File: config.mk
export PLATFORM = sky130hd
export DESIGN_NAME = pokey_io_top
export DESIGN_NICKNAME = d
export VERILOG_FILES = /design/src/common/pokey_regs_pkg.sv /design/src/common/pokey_scan_pkg.sv /design/src/common/pot_ctrl_if.sv /design/src/key_scanner.sv /design/src/pot/pot_scanner.sv /design/src/io_regs.sv /design/src/pokey_io_top.sv
export SDC_FILE = /design/constraint.sdc
export NUM_CORES = 1
export LEC_CHECK = 0
export BUFFER_PORTS_ARGS = -buffer_cell sky130_fd_sc_hd__buf_2
export CAP_MARGIN = 20
export CELL_PAD_IN_SITES_DETAIL_PLACEMENT = 0
export CELL_PAD_IN_SITES_GLOBAL_PLACEMENT = 1
export CORE_MARGIN = 4
export CORE_UTILIZATION = 35
export CTS_BUF_LIST = sky130_fd_sc_hd__clkbuf_8
export DETAILED_ROUTE_END_ITERATION = 8
export GPL_ROUTABILITY_DRIVEN = 0
export PLACE_DENSITY_LB_ADDON = 0.1
export REMOVE_ABC_BUFFERS = 1
export SLEW_MARGIN = 40
export SYNTH_ARGS = -nofsm -noshare
export SYNTH_HDL_FRONTEND = slang
export SYNTH_SLANG_ARGS = --single-unit
export TNS_END_PERCENT = 30
File: constraint.sdc
create_clock -name o2 -period 4.67 [get_ports o2]
set_input_delay 0 -clock o2 [delete_from_list [all_inputs] [get_ports o2]]
set_output_delay 0 -clock o2 [all_outputs]
set_load 0.02 [all_outputs]
File: src/common/pokey_regs_pkg.sv
package pokey_regs_pkg;

    // cpu side of the register port
    localparam int cpu_addr_w = 4;
    localparam int cpu_data_w = 8;

    typedef logic [cpu_addr_w-1:0] cpu_addr_t;
    typedef logic [cpu_data_w-1:0] cpu_data_t;

    // read map
    localparam cpu_addr_t addr_pot0   = 4'd0;
    localparam cpu_addr_t addr_pot1   = 4'd1;
    localparam cpu_addr_t addr_pot2   = 4'd2;
    localparam cpu_addr_t addr_pot3   = 4'd3;
    localparam cpu_addr_t addr_pot4   = 4'd4;
    localparam cpu_addr_t addr_pot5   = 4'd5;
    localparam cpu_addr_t addr_pot6   = 4'd6;
    localparam cpu_addr_t addr_pot7   = 4'd7;
    localparam cpu_addr_t addr_allpot = 4'd8;
    localparam cpu_addr_t addr_kbcode = 4'd9;
    localparam cpu_addr_t addr_skstat = 4'd15;  // bit 2 low while a key is held

    // write map, only potgo is modelled
    localparam cpu_addr_t addr_potgo  = 4'd11;

    // undecoded reads float high on the bus
    localparam cpu_data_t rd_unmapped = 8'hff;

endpackage

File: src/common/pokey_scan_pkg.sv
package pokey_scan_pkg;

    // keyboard scan
    localparam int key_code_w = 4;

    typedef logic [key_code_w-1:0] key_code_t;  // one of 16 keys on kr1

    // paddle conversion
    localparam int pot_count_w = 8;
    localparam int num_pots    = 8;

    typedef logic [pot_count_w-1:0] pot_count_t;  // tv line count

    // last line of a conversion, pots still open read this
    localparam pot_count_t pot_max_line = 8'd228;

    // all eight pot results side by side, pot i at index i
    typedef pot_count_t [num_pots-1:0] pot_bus_t;

    // line count that leaves a pot converting at the end
    // is forced to pot_max_line, so no value above it exists

endpackage

File: src/common/pot_ctrl_if.sv
`timescale 1ns/1ps

// potgo request one way, pot results the other
interface pot_ctrl_if;
    import pokey_scan_pkg::*;

    logic                potgo;     // one cycle strobe from the register block
    pot_bus_t            pot_vals;  // captured line counts
    logic [num_pots-1:0] allpot;    // 1 = pot still converting
    logic                dump;      // capacitor dump, also a chip pin

    modport regs (
        output potgo,
        input  pot_vals,
        input  allpot
    );

    modport scan (
        input  potgo,
        output pot_vals,
        output allpot,
        output dump
    );

endinterface

File: src/key_scanner.sv
`timescale 1ns/1ps

module key_scanner (
    input  logic                      o2,
    input  logic                      reset,
    input  logic                      kr1,       // low while scanned key is down
    output pokey_scan_pkg::key_code_t key_scan,  // scan index, active low
    output pokey_scan_pkg::key_code_t kbcode,
    output logic                      key_depr
);
    import pokey_scan_pkg::*;

    key_code_t scan_ctr;       // walks keys 0..15, one per clock
    key_code_t compare_latch;  // first pressed index seen
    logic      armed;          // compare latch holds a candidate
    logic      hit;            // scan is back at the candidate

    assign key_scan = ~scan_ctr;  // pins are inverted
    assign hit      = (scan_ctr == compare_latch);

    // free running scan, 4 bits so 15 wraps to 0
    always_ff @(posedge o2) begin
        if (reset) begin
            scan_ctr <= '0;
        end else begin
            scan_ctr <= scan_ctr + 1'b1;
        end
    end

    // two pass debounce
    // pass 1 arms the compare latch, pass 2 at the same index accepts it
    always_ff @(posedge o2) begin
        if (reset) begin
            compare_latch <= '0;
            armed         <= 1'b0;
            kbcode        <= '0;
            key_depr      <= 1'b0;
        end else if (!armed) begin
            if (!kr1) begin
                compare_latch <= scan_ctr;  // remember first key down
                armed         <= 1'b1;
            end
        end else if (hit) begin
            if (!kr1) begin
                // same key still down a full pass later
                kbcode   <= compare_latch;
                key_depr <= 1'b1;
            end else begin
                // candidate came round with kr1 high, treat as release
                armed    <= 1'b0;
                kbcode   <= '0;
                key_depr <= 1'b0;
            end
        end
        // other keys while armed are ignored
    end

    // kbcode settles 16 clocks after arming
    // so 16..32 clocks after kr1 first drops for the key,
    // depending on where the scan was when it went down
    // a bouncing key that misses pass 2 just releases the latch

endmodule

File: src/pot/pot_scanner.sv
`timescale 1ns/1ps

module pot_scanner (
    input  logic                                o2,
    input  logic                                reset,
    input  logic                                line_tick,  // one pulse per tv line
    input  logic [pokey_scan_pkg::num_pots-1:0] pot_scan,   // cap above threshold
    pot_ctrl_if.scan                            ctrl
);
    import pokey_scan_pkg::*;

    pot_count_t          line_cnt;    // 0..228
    logic                converting;  // counting lines
    logic [num_pots-1:0] latched;     // pot already has its value
    logic                at_max;      // last line of the conversion
    logic                step;        // line boundary while converting
    logic [num_pots-1:0] capture;     // pot takes line_cnt this cycle

    assign at_max = (line_cnt == pot_max_line);
    assign step   = converting && line_tick;

    // capture on a line edge once the cap crosses threshold
    // at the last line every open pot is forced to 228
    always_comb begin
        for (int i = 0; i < num_pots; i++) begin
            capture[i] = step && !latched[i] && (pot_scan[i] || at_max);
        end
    end

    // pot_scan is taken as already synchronous to o2

    always_ff @(posedge o2) begin
        if (reset) begin
            line_cnt    <= '0;
            converting  <= 1'b0;
            latched     <= '0;
            ctrl.allpot <= '0;
            ctrl.dump   <= 1'b0;
        end else if (ctrl.potgo) begin
            // restart, discharge caps until next line
            line_cnt    <= '0;
            converting  <= 1'b0;
            latched     <= '0;
            ctrl.allpot <= '1;
            ctrl.dump   <= 1'b1;
        end else if (ctrl.dump) begin
            if (line_tick) begin
                ctrl.dump  <= 1'b0;  // release caps, count from here
                converting <= 1'b1;
            end
        end else if (step) begin
            latched     <= latched | capture;
            ctrl.allpot <= ctrl.allpot & ~capture;
            if (at_max) begin
                converting <= 1'b0;  // all pots closed, hold until potgo
            end else begin
                line_cnt <= line_cnt + 1'b1;
            end
        end
    end

    // captured values, cleared by potgo only
    always_ff @(posedge o2) begin
        for (int i = 0; i < num_pots; i++) begin
            if (ctrl.potgo) begin
                ctrl.pot_vals[i] <= '0;
            end else if (capture[i]) begin
                ctrl.pot_vals[i] <= line_cnt;
            end
        end
    end

    // allpot hits zero on the last line at the latest
    // so the cpu polls it to see the end of a conversion

endmodule

File: src/io_regs.sv
`timescale 1ns/1ps

module io_regs (
    input  logic                      o2,
    input  logic                      reset,
    input  logic                      cs,
    input  logic                      rw,        // 1 = read
    input  pokey_regs_pkg::cpu_addr_t addr,
    input  pokey_regs_pkg::cpu_data_t data_in,   // don't care for potgo, as on the chip
    output pokey_regs_pkg::cpu_data_t data_out,
    input  pokey_scan_pkg::key_code_t kbcode,
    input  logic                      key_depr,
    pot_ctrl_if.regs                  ctrl
);
    import pokey_regs_pkg::*;

    logic      cpu_rd;
    logic      cpu_wr;
    cpu_data_t rd_mux;

    assign cpu_rd = cs && rw;
    assign cpu_wr = cs && !rw;

    // read select
    always_comb begin
        case (addr)
            addr_pot0:   rd_mux = ctrl.pot_vals[0];
            addr_pot1:   rd_mux = ctrl.pot_vals[1];
            addr_pot2:   rd_mux = ctrl.pot_vals[2];
            addr_pot3:   rd_mux = ctrl.pot_vals[3];
            addr_pot4:   rd_mux = ctrl.pot_vals[4];
            addr_pot5:   rd_mux = ctrl.pot_vals[5];
            addr_pot6:   rd_mux = ctrl.pot_vals[6];
            addr_pot7:   rd_mux = ctrl.pot_vals[7];
            addr_allpot: rd_mux = ctrl.allpot;
            addr_kbcode: rd_mux = {4'h0, kbcode};
            addr_skstat: rd_mux = {5'b11111, ~key_depr, 2'b11};  // bit 2 active low
            default:     rd_mux = rd_unmapped;
        endcase
    end

    always_ff @(posedge o2) begin
        if (reset) begin
            ctrl.potgo <= 1'b0;
            data_out   <= '0;
        end else begin
            // strobe lands the cycle after the write edge
            ctrl.potgo <= cpu_wr && (addr == addr_potgo);
            if (cpu_rd) begin
                data_out <= rd_mux;  // one cycle read latency, held between reads
            end
        end
    end

endmodule

File: src/pokey_io_top.sv
`timescale 1ns/1ps

module pokey_io_top (
    input  logic                                o2,
    input  logic                                reset,
    input  logic                                line_tick,
    input  logic [pokey_scan_pkg::num_pots-1:0] pot_scan,
    input  logic                                kr1,
    output pokey_scan_pkg::key_code_t           key_scan,
    input  logic                                cs,
    input  logic                                rw,
    input  pokey_regs_pkg::cpu_addr_t           addr,
    input  pokey_regs_pkg::cpu_data_t           data_in,
    output pokey_regs_pkg::cpu_data_t           data_out,
    output logic                                pot_dump
);

    pokey_scan_pkg::key_code_t kbcode;
    logic                      key_depr;

    pot_ctrl_if ctrl ();  // register block <-> pot scanner

    assign pot_dump = ctrl.dump;

    key_scanner i_key_scanner (
        .o2       (o2),
        .reset    (reset),
        .kr1      (kr1),
        .key_scan (key_scan),
        .kbcode   (kbcode),
        .key_depr (key_depr)
    );

    pot_scanner i_pot_scanner (
        .o2        (o2),
        .reset     (reset),
        .line_tick (line_tick),
        .pot_scan  (pot_scan),
        .ctrl      (ctrl.scan)
    );

    io_regs i_io_regs (
        .o2       (o2),
        .reset    (reset),
        .cs       (cs),
        .rw       (rw),
        .addr     (addr),
        .data_in  (data_in),
        .data_out (data_out),
        .kbcode   (kbcode),
        .key_depr (key_depr),
        .ctrl     (ctrl.regs)
    );

endmodule

==> results of run 1 <==
-- registers in the layout, summed over array words and instances (netlist names), 4 cells and up --
register and flops:
i_pot_scanner.latched 8, i_key_scanner.compare_latch 4, i_io_regs.data_out 8, i_pot_scanner.line_cnt 8
i_pot_scanner.ctrl.allpot 8, i_key_scanner.kbcode 4, i_pot_scanner.ctrl.pot_vals 64, i_key_scanner.scan_ctr 4
-- how the worst min path moves through the flow --
stage / startpoint / to / slack [ns] / cells past startpoint
3_3_place_gp: line_tick / i_pot_scanner.converting$_SDFFE_PP0P_ / 0.28 / 3
6_report: addr[1] / i_io_regs.ctrl.potgo$_SDFF_PP0_ / 0.11 / 2
5_1_grt: addr[1] / i_io_regs.ctrl.potgo$_SDFF_PP0_ / 0.09 / 2
4_1_cts: reset / i_key_scanner.scan_ctr[0]$_SDFF_PP0_ / 0.09 / 2
2_1_floorplan: reset / i_key_scanner.scan_ctr[0]$_SDFF_PP0_ / 0.07 / 1
3_5_place_dp: line_tick / i_pot_scanner.converting$_SDFFE_PP0P_ / 0.29 / 3
-- metrics by stage --
step | hold slack [ns] | cells
global route | 0.08892 | 860
detailed placement | 0.2917 | 817
global placement | 0.2850 | 817
CTS | 0.08946 | 860
finish | 0.1073 | 860
floorplan | 0.06669 | 596
-- cell families (layout without fill, tap and decap cells) --
logic type,Yosys count,count (layout),synth area share
xor gates and xnor gates,10,10,0.01613
buffers and inverters,69,87,0.06035
and+or+nand+nor,202,202,0.1995
DFF,113,113,0.4165
adders and majority gates,3,3,0.006912
muxes,15,15,0.03156
AOI/OAI and AO/OA,242,242,0.2691
-- worst max-delay path, cell delays in order, from the launching register on --
cell     delay (ns)
dfxtp_1        0.81
and3b_1        0.66
buf_4          0.36
a21o_1         0.33
nand3_1        0.12
a21oi_1        0.17
-- what timing repair did --
action / CTS / global route
buffers inserted: 0 / 0
hold buffers: 13 / 0
endpoints found under the hold margin: 67 / 0
-- routing by layer --
metal  track usage  up-vias  share of wire
met1        0.2885     2408           0.48
met4       0.05543        0          0.011
met2        0.3176      128           0.46
met5             0        -              0
li1              -     2384              -
met3       0.04373       15          0.048
-- cells in the final DEF, fill, tap and decap left out, types with 7 or more instances in the layout --
| master | n |
|---|---|
| nand2_1 | 15 |
| mux2_2 | 7 |
| nor2_1 | 47 |
| inv_1 | 14 |
| and3_1 | 9 |
| clkbuf_8 | 21 |
| nand3_1 | 67 |
| or2_2 | 9 |
| a311oi_1 | 9 |
| dfxtp_1 | 112 |
| o21ai_0 | 82 |
| xnor2_1 | 7 |
| buf_2 | 29 |
| a21o_1 | 9 |
| o21ai_1 | 8 |
| dlygate4sd3_1 | 13 |
| nand3b_1 | 8 |
| a21oi_1 | 91 |
| mux2i_1 | 7 |
-- synth_stat cells, drive strengths merged (10+ instances only) --
master  instances
clkbuf         29
buf            29
nand3          67
a21oi          99
o21ai          90
or2            10
nand2          15
dfxtp         113
inv            11
nor2           47
-- layout make-up --
class                      count  area share
tap                          188     0.03875
clock inverter                 9     0.01505
inverter                      11    0.006803
clock buffer                  21     0.04762
timing repair buffer          46     0.05030
sequential                   113      0.3733
multi-input combinational    472      0.4682
-- report_power, final --
group          switching [mW]  total, mW  internal, mW
registers              0.0117      0.985         0.974
clock network           0.393      0.908         0.515
logic                  0.0928      0.138        0.0455
total                   0.498       2.03          1.53
==> run_results.csv, run 1 <==
group,metric,value,unit
floorplanning,core,15200,sq um
worst_setup_path,worst_ep_required_time,5.04,ns
power,power.density,334.8,nW/um^2
place,portBuffers,30,
sta,min_period,2.534,ns
cells_and_area,area_delta_synth_final,11.75,%
cts,cts_made_buffers,17,
cts,ctsLongestPathBuffers,2,
global_route,grt_max_degree,43,
synth,yosys.area.top_type,"dfxtp_1",
sta,relSlewSlack,0.4669,
floorplanning,start_util,0.3573,
detailed_routing,drt_first_iter_violations,412,
global_route,grt_pass1_wl,27.46,mm
worst_setup_path,crit_type,"flop to flop",
synth,yosysTopAreaCellShare,0.4165,
synth,syn-cell-area,5431,sq um
cells_and_area,insertedDiodeCount,0,
cells_and_area,utilization,0.3993,
cts,root_buffer,"clkbuf_8",
synth,ys_seq_area_frac,0.4165,
global_route,overflow,0,
worst_setup_path,reg2regPathDepth,5,
global_route,antenna_found_initial,0,
detailed_routing,ant_nets,0,
worst_setup_path,cp-end-kind,"flop",
detailed_routing,dr.pass1.iters,5,
power,finalPower,2.032,mW
synth,synthesis.instances,654,
sta,worst_pin_slew,0.7996,ns
global_route,grt_pass1_vias,4623,
synth,synthTopCellsByArea,"dfxtp_1 42%, a21oi_1 8.4%, o21ai_0 7.6%",
cts,clk_latency,0.45,ns
sta,finalSetupViolations,0,
synth,async_flop_share,0,
status,status,"complete, no violations",
detailed_routing,drt_drc_violations_left,0,
detailed_routing,wl,17.85,mm
cells_and_area,fillers,1561,
synth,postSynthAreaPerCell,8.305,sq um
synth,ys_ff_latch,113,
cts,cts_tree,"done",
floorplanning,die_y,132.6,um
worst_setup_path,startpoint_type,"flop",
cells_and_area,finalInstanceArea,6070,sq um
floorplanning,num_rows,45,
synth,synth_edf_count,0,
cells_and_area,ff_latch_area,2266,sq um
floorplanning,io_pins,39,
cells_and_area,multi_input_area,2841,sq um
run,drv_cap,0,
detailed_routing,vias_per_cell,5.738,
detailed_routing,vias,4935,
floorplanning,die_w,132.6,um
place,hpwl,11.65,mm
worst_setup_path,cp-startpoint,"i_pot_scanner.line_cnt[2]$_SDFFE_PP0P_",
worst_setup_path,path_max_fanout,14,
sta,finalSetupTns,0,ns
cts,cts_resized,0,
sta,finalCritPeriodShare,0.5426,
floorplanning,dieArea,17580,sq um
cts,clk_pin_slew_worst_paths,0.07,ns
synth,synthFlopType,"dfxtp_1",
worst_setup_path,arrival,2.90,ns
detailed_routing,post_drt_wl_per_cell,20.75,um
worst_setup_path,crit_path_end,"i_pot_scanner.ctrl.pot_vals[31]$_SDFFE_PP0P_",
cts,cts_htree_levels,4,
global_route,grt_usage,0.2047,
sta,hold_violations,0,
sta,max_freq,0.3946,GHz
sta,clock_skew,0.01114,ns
power,p_leak,2.197,nW
sta,drv_slew,0,
power,ir_drop,0.1716,mV
synth,yosysWarnings,0,
cells_and_area,final_nets,690,
hold_path,hp-class,"input port to flop",
cts,clock-sinks,113,
worst_setup_path,r2r_start,"i_pot_scanner.line_cnt[2]$_SDFFE_PP0P_",
worst_setup_path,regToRegEndpoint,"i_pot_scanner.ctrl.pot_vals[31]$_SDFFE_PP0P_",
sta,rsz0062_at_grt,"false",
synth,ys_types,64,
sta,fin_ws,2.136,ns
worst_setup_path,r2r_slack,2.14,ns
place,placed_cell_area,5554,sq um
place,pre_cts_ws,2.184,ns
cells_and_area,drive_gt1_frac,0.1324,
Power figures use the tool's default switching activity.
==> run 2, diff against run 1 <==
==> constraint.sdc (replaced) <==
create_clock -name o2 -period 2.59 [get_ports o2]
set_input_delay 0 -clock o2 [delete_from_list [all_inputs] [get_ports o2]]
set_output_delay 0 -clock o2 [all_outputs]
set_load 0.02 [all_outputs]
==> run_results.csv, run 2 (same netlist as run 1, synthesis figures left out) <==
group,metric,value,unit
status,status,"complete, no violations",
detailed_routing,drt_drc_violations_left,0,
floorplanning,die_y,132.6,um
floorplanning,start_util,0.3573,
floorplanning,num_rows,45,
sta,finalSetupTns,0,ns
detailed_routing,wl_met2,8.178,mm
power,net-switching-power,934.1,uW
sta,max_freq,0.5077,GHz
place,portBuffers,30,
sta,finalSetupViolations,0,
sta,clock_skew,0.01282,ns
global_route,grt_pass1_vias,4892,
detailed_routing,vias,4974,
sta,hold_violations,0,
power,seq_power_share,0.445,
worst_setup_path,reg2regPathDepth,5,
cts,cts_htree_levels,4,
floorplanning,die_w,132.6,um
sta,relSlewSlack,0.5388,
detailed_routing,post_drt_wl_per_cell,20.54,um
cts,clk_latency,0.44,ns
floorplanning,core,15200,sq um
worst_setup_path,cp-end-kind,"flop",
worst_setup_path,crit_type,"flop to flop",
place,hpwl,12.23,mm
cells_and_area,final_cell_mix,"112 x dfxtp_1, 91 x a21oi_1, 82 x o21ai_0",
worst_setup_path,r2r_slack,0.62,ns
global_route,grt_usage,0.2092,
hold_path,holdPathStages,2,
cells_and_area,drive_gt1_frac,0.1565,
detailed_routing,met3_length,909,um
worst_setup_path,path_cells,"and4b_1 -> buf_4 -> a21o_1 -> nand3_1 -> a21oi_1",
worst_setup_path,arrival,2.34,ns
power,comb_power_share,0.064,
detailed_routing,vias_per_cell,5.665,
floorplanning,io_pins,39,
sta,drv_slew,0,
worst_setup_path,cp_slowest_cell,"dfxtp_1",
cts,cts_resized,0,
worst_setup_path,cpPeakStageDelay,0.74,ns
cts,clock-sinks,113,
power,clockPowerShare,0.491,
power,internal_power,3.053,mW
cts,ctsLongestPathBuffers,2,
worst_setup_path,path_max_fanout,13,
cells_and_area,largest_reg_flops,64,
sta,finalCritPeriodShare,0.7606,
detailed_routing,ant_nets,0,
worst_setup_path,startpoint_type,"flop",
cells_and_area,area_delta_synth_final,15.62,%
power,swShare,0.2343,
global_route,antenna_found_initial,0,
detailed_routing,top_layer,"met4",
detailed_routing,wl_met1,8.638,mm
worst_setup_path,r2r_start,"i_pot_scanner.line_cnt[6]$_SDFFE_PP0P_",
cells_and_area,layout.cells.most_common,"dfxtp_1",
sta,rsz0062_at_grt,"false",
cells_and_area,insertedDiodeCount,0,
detailed_routing,drt_first_iter_violations,444,
power,ir_drop,0.3347,mV
cts,cts_tree,"done",
sta,worst_pin_slew,0.6901,ns
floorplanning,dieArea,17580,sq um
cells_and_area,regMostFlops,"i_pot_scanner.ctrl.pot_vals",
cells_and_area,final_nets,706,
place,pre_cts_ws,0.6380,ns
sta,fin_ws,0.6202,ns
hold_path,min_to,"i_io_regs.ctrl.potgo$_SDFF_PP0_",
power,power.density,634.9,nW/um^2
power,p_leak,2.309,nW
hold_path,hp-start,"addr[1]",
detailed_routing,wl,18.03,mm
worst_setup_path,regToRegEndpoint,"i_pot_scanner.ctrl.pot_vals[2]$_SDFFE_PP0P_",
worst_setup_path,worst_ep_required_time,2.96,ns
global_route,grt_max_degree,45,
run,drv_cap,0,
hold_path,hp-class,"input port to flop",
cts,cts_made_buffers,17,
detailed_routing,dr.pass1.iters,5,
global_route,grt_pass1_wl,28.32,mm
cts,root_buffer,"clkbuf_8",
global_route,overflow,0,
sta,min_period,1.970,ns
cts,clk_pin_slew_worst_paths,0.07,ns
## run 2: cell count changes in the layout (fill, tap and decap cells not counted)
cell / previous run / this run
clkbuf_8: 21 / 20
clkinvlp_4: 0 / 2
bufinv_16: 2 / 5
clkinv_2: 4 / 3
inv_1: 14 / 13
dfxtp_4: 1 / 0
dfxtp_2: 0 / 1
buf_4: 4 / 18
buf_12: 0 / 1
buf_2: 29 / 30
## run 2: metal layers
layer / vias up / global-route usage
met5: - / 0
met2: 128 / 0.3276
met4: 0 / 0.06178
met3: 19 / 0.04373
li1: 2431 / -
met1: 2396 / 0.2912
## run 2: power by group through the flow
stage / clock network, mW / registers, mW / logic, mW
final: 1.96 / 1.78 / 0.254
after global routing: 2.08 / 1.78 / 0.281
after CTS: 2.00 / 1.78 / 0.254
after detailed placement: 0 / 1.82 / 0.239
after global placement: 0 / 1.82 / 0.238
after floorplan: 0 / 1.82 / 0.113
## run 2: per-stage QoR
step           area (sq um)  hold WS (ns)    util  cells  total power [mW]
2_1_floorplan          5145       0.06669       -    596             1.933
3_3_place_gp           5687        0.2836  0.3741    833             2.053
3_5_place_dp           5687        0.2969  0.3741    833             2.054
4_1_cts                6280      0.002371  0.4131    878             4.033
5_1_grt                6280       0.01641  0.4131    878             4.134
6_report               6280       0.03661  0.4131    878             3.987
## run 2: worst max path at each step
stage	start	to	slack, ns
2_1_floorplan	i_io_regs.ctrl.potgo$_SDFF_PP0_	i_pot_scanner.latched[0]$_SDFFE_PP0P_	0.51
3_3_place_gp	i_pot_scanner.line_cnt[6]$_SDFFE_PP0P_	i_pot_scanner.ctrl.allpot[1]$_SDFFE_PP0P_	0.63
3_5_place_dp	i_pot_scanner.line_cnt[6]$_SDFFE_PP0P_	i_pot_scanner.ctrl.allpot[1]$_SDFFE_PP0P_	0.64
4_1_cts	i_pot_scanner.line_cnt[6]$_SDFFE_PP0P_	i_pot_scanner.ctrl.allpot[1]$_SDFFE_PP0P_	0.61
5_1_grt	i_pot_scanner.line_cnt[6]$_SDFFE_PP0P_	i_pot_scanner.ctrl.pot_vals[31]$_SDFFE_PP0P_	0.46
6_report	i_pot_scanner.line_cnt[6]$_SDFFE_PP0P_	i_pot_scanner.ctrl.pot_vals[2]$_SDFFE_PP0P_	0.62
## run 2: cell type report
type | instances | area, sq um
sequential | 113 | 2263
fill | 1584 | 8922
inverter | 11 | 41.29
clock inverter | 12 | 187.7
tap | 188 | 235.2
clock buffer | 20 | 275.3
timing repair buffer | 62 | 435.4
multi-input combinational | 472 | 2841
## run 2: timing repair
action                     in CTS  in global routing
hold buffers                   13                  0
setup endpoints to repair       0                  0
hold endpoints to repair       72                  0
buffers inserted                0                  0
## run 2: critical path: cells and delay by family, from the launching register on
| family | cells | cell delay, ns |
|---|---|---|
| buf+inv | 1 | 0.21 |
| flops | 1 | 0.74 |
| simple gates | 2 | 0.46 |
| compound gates | 2 | 0.48 |
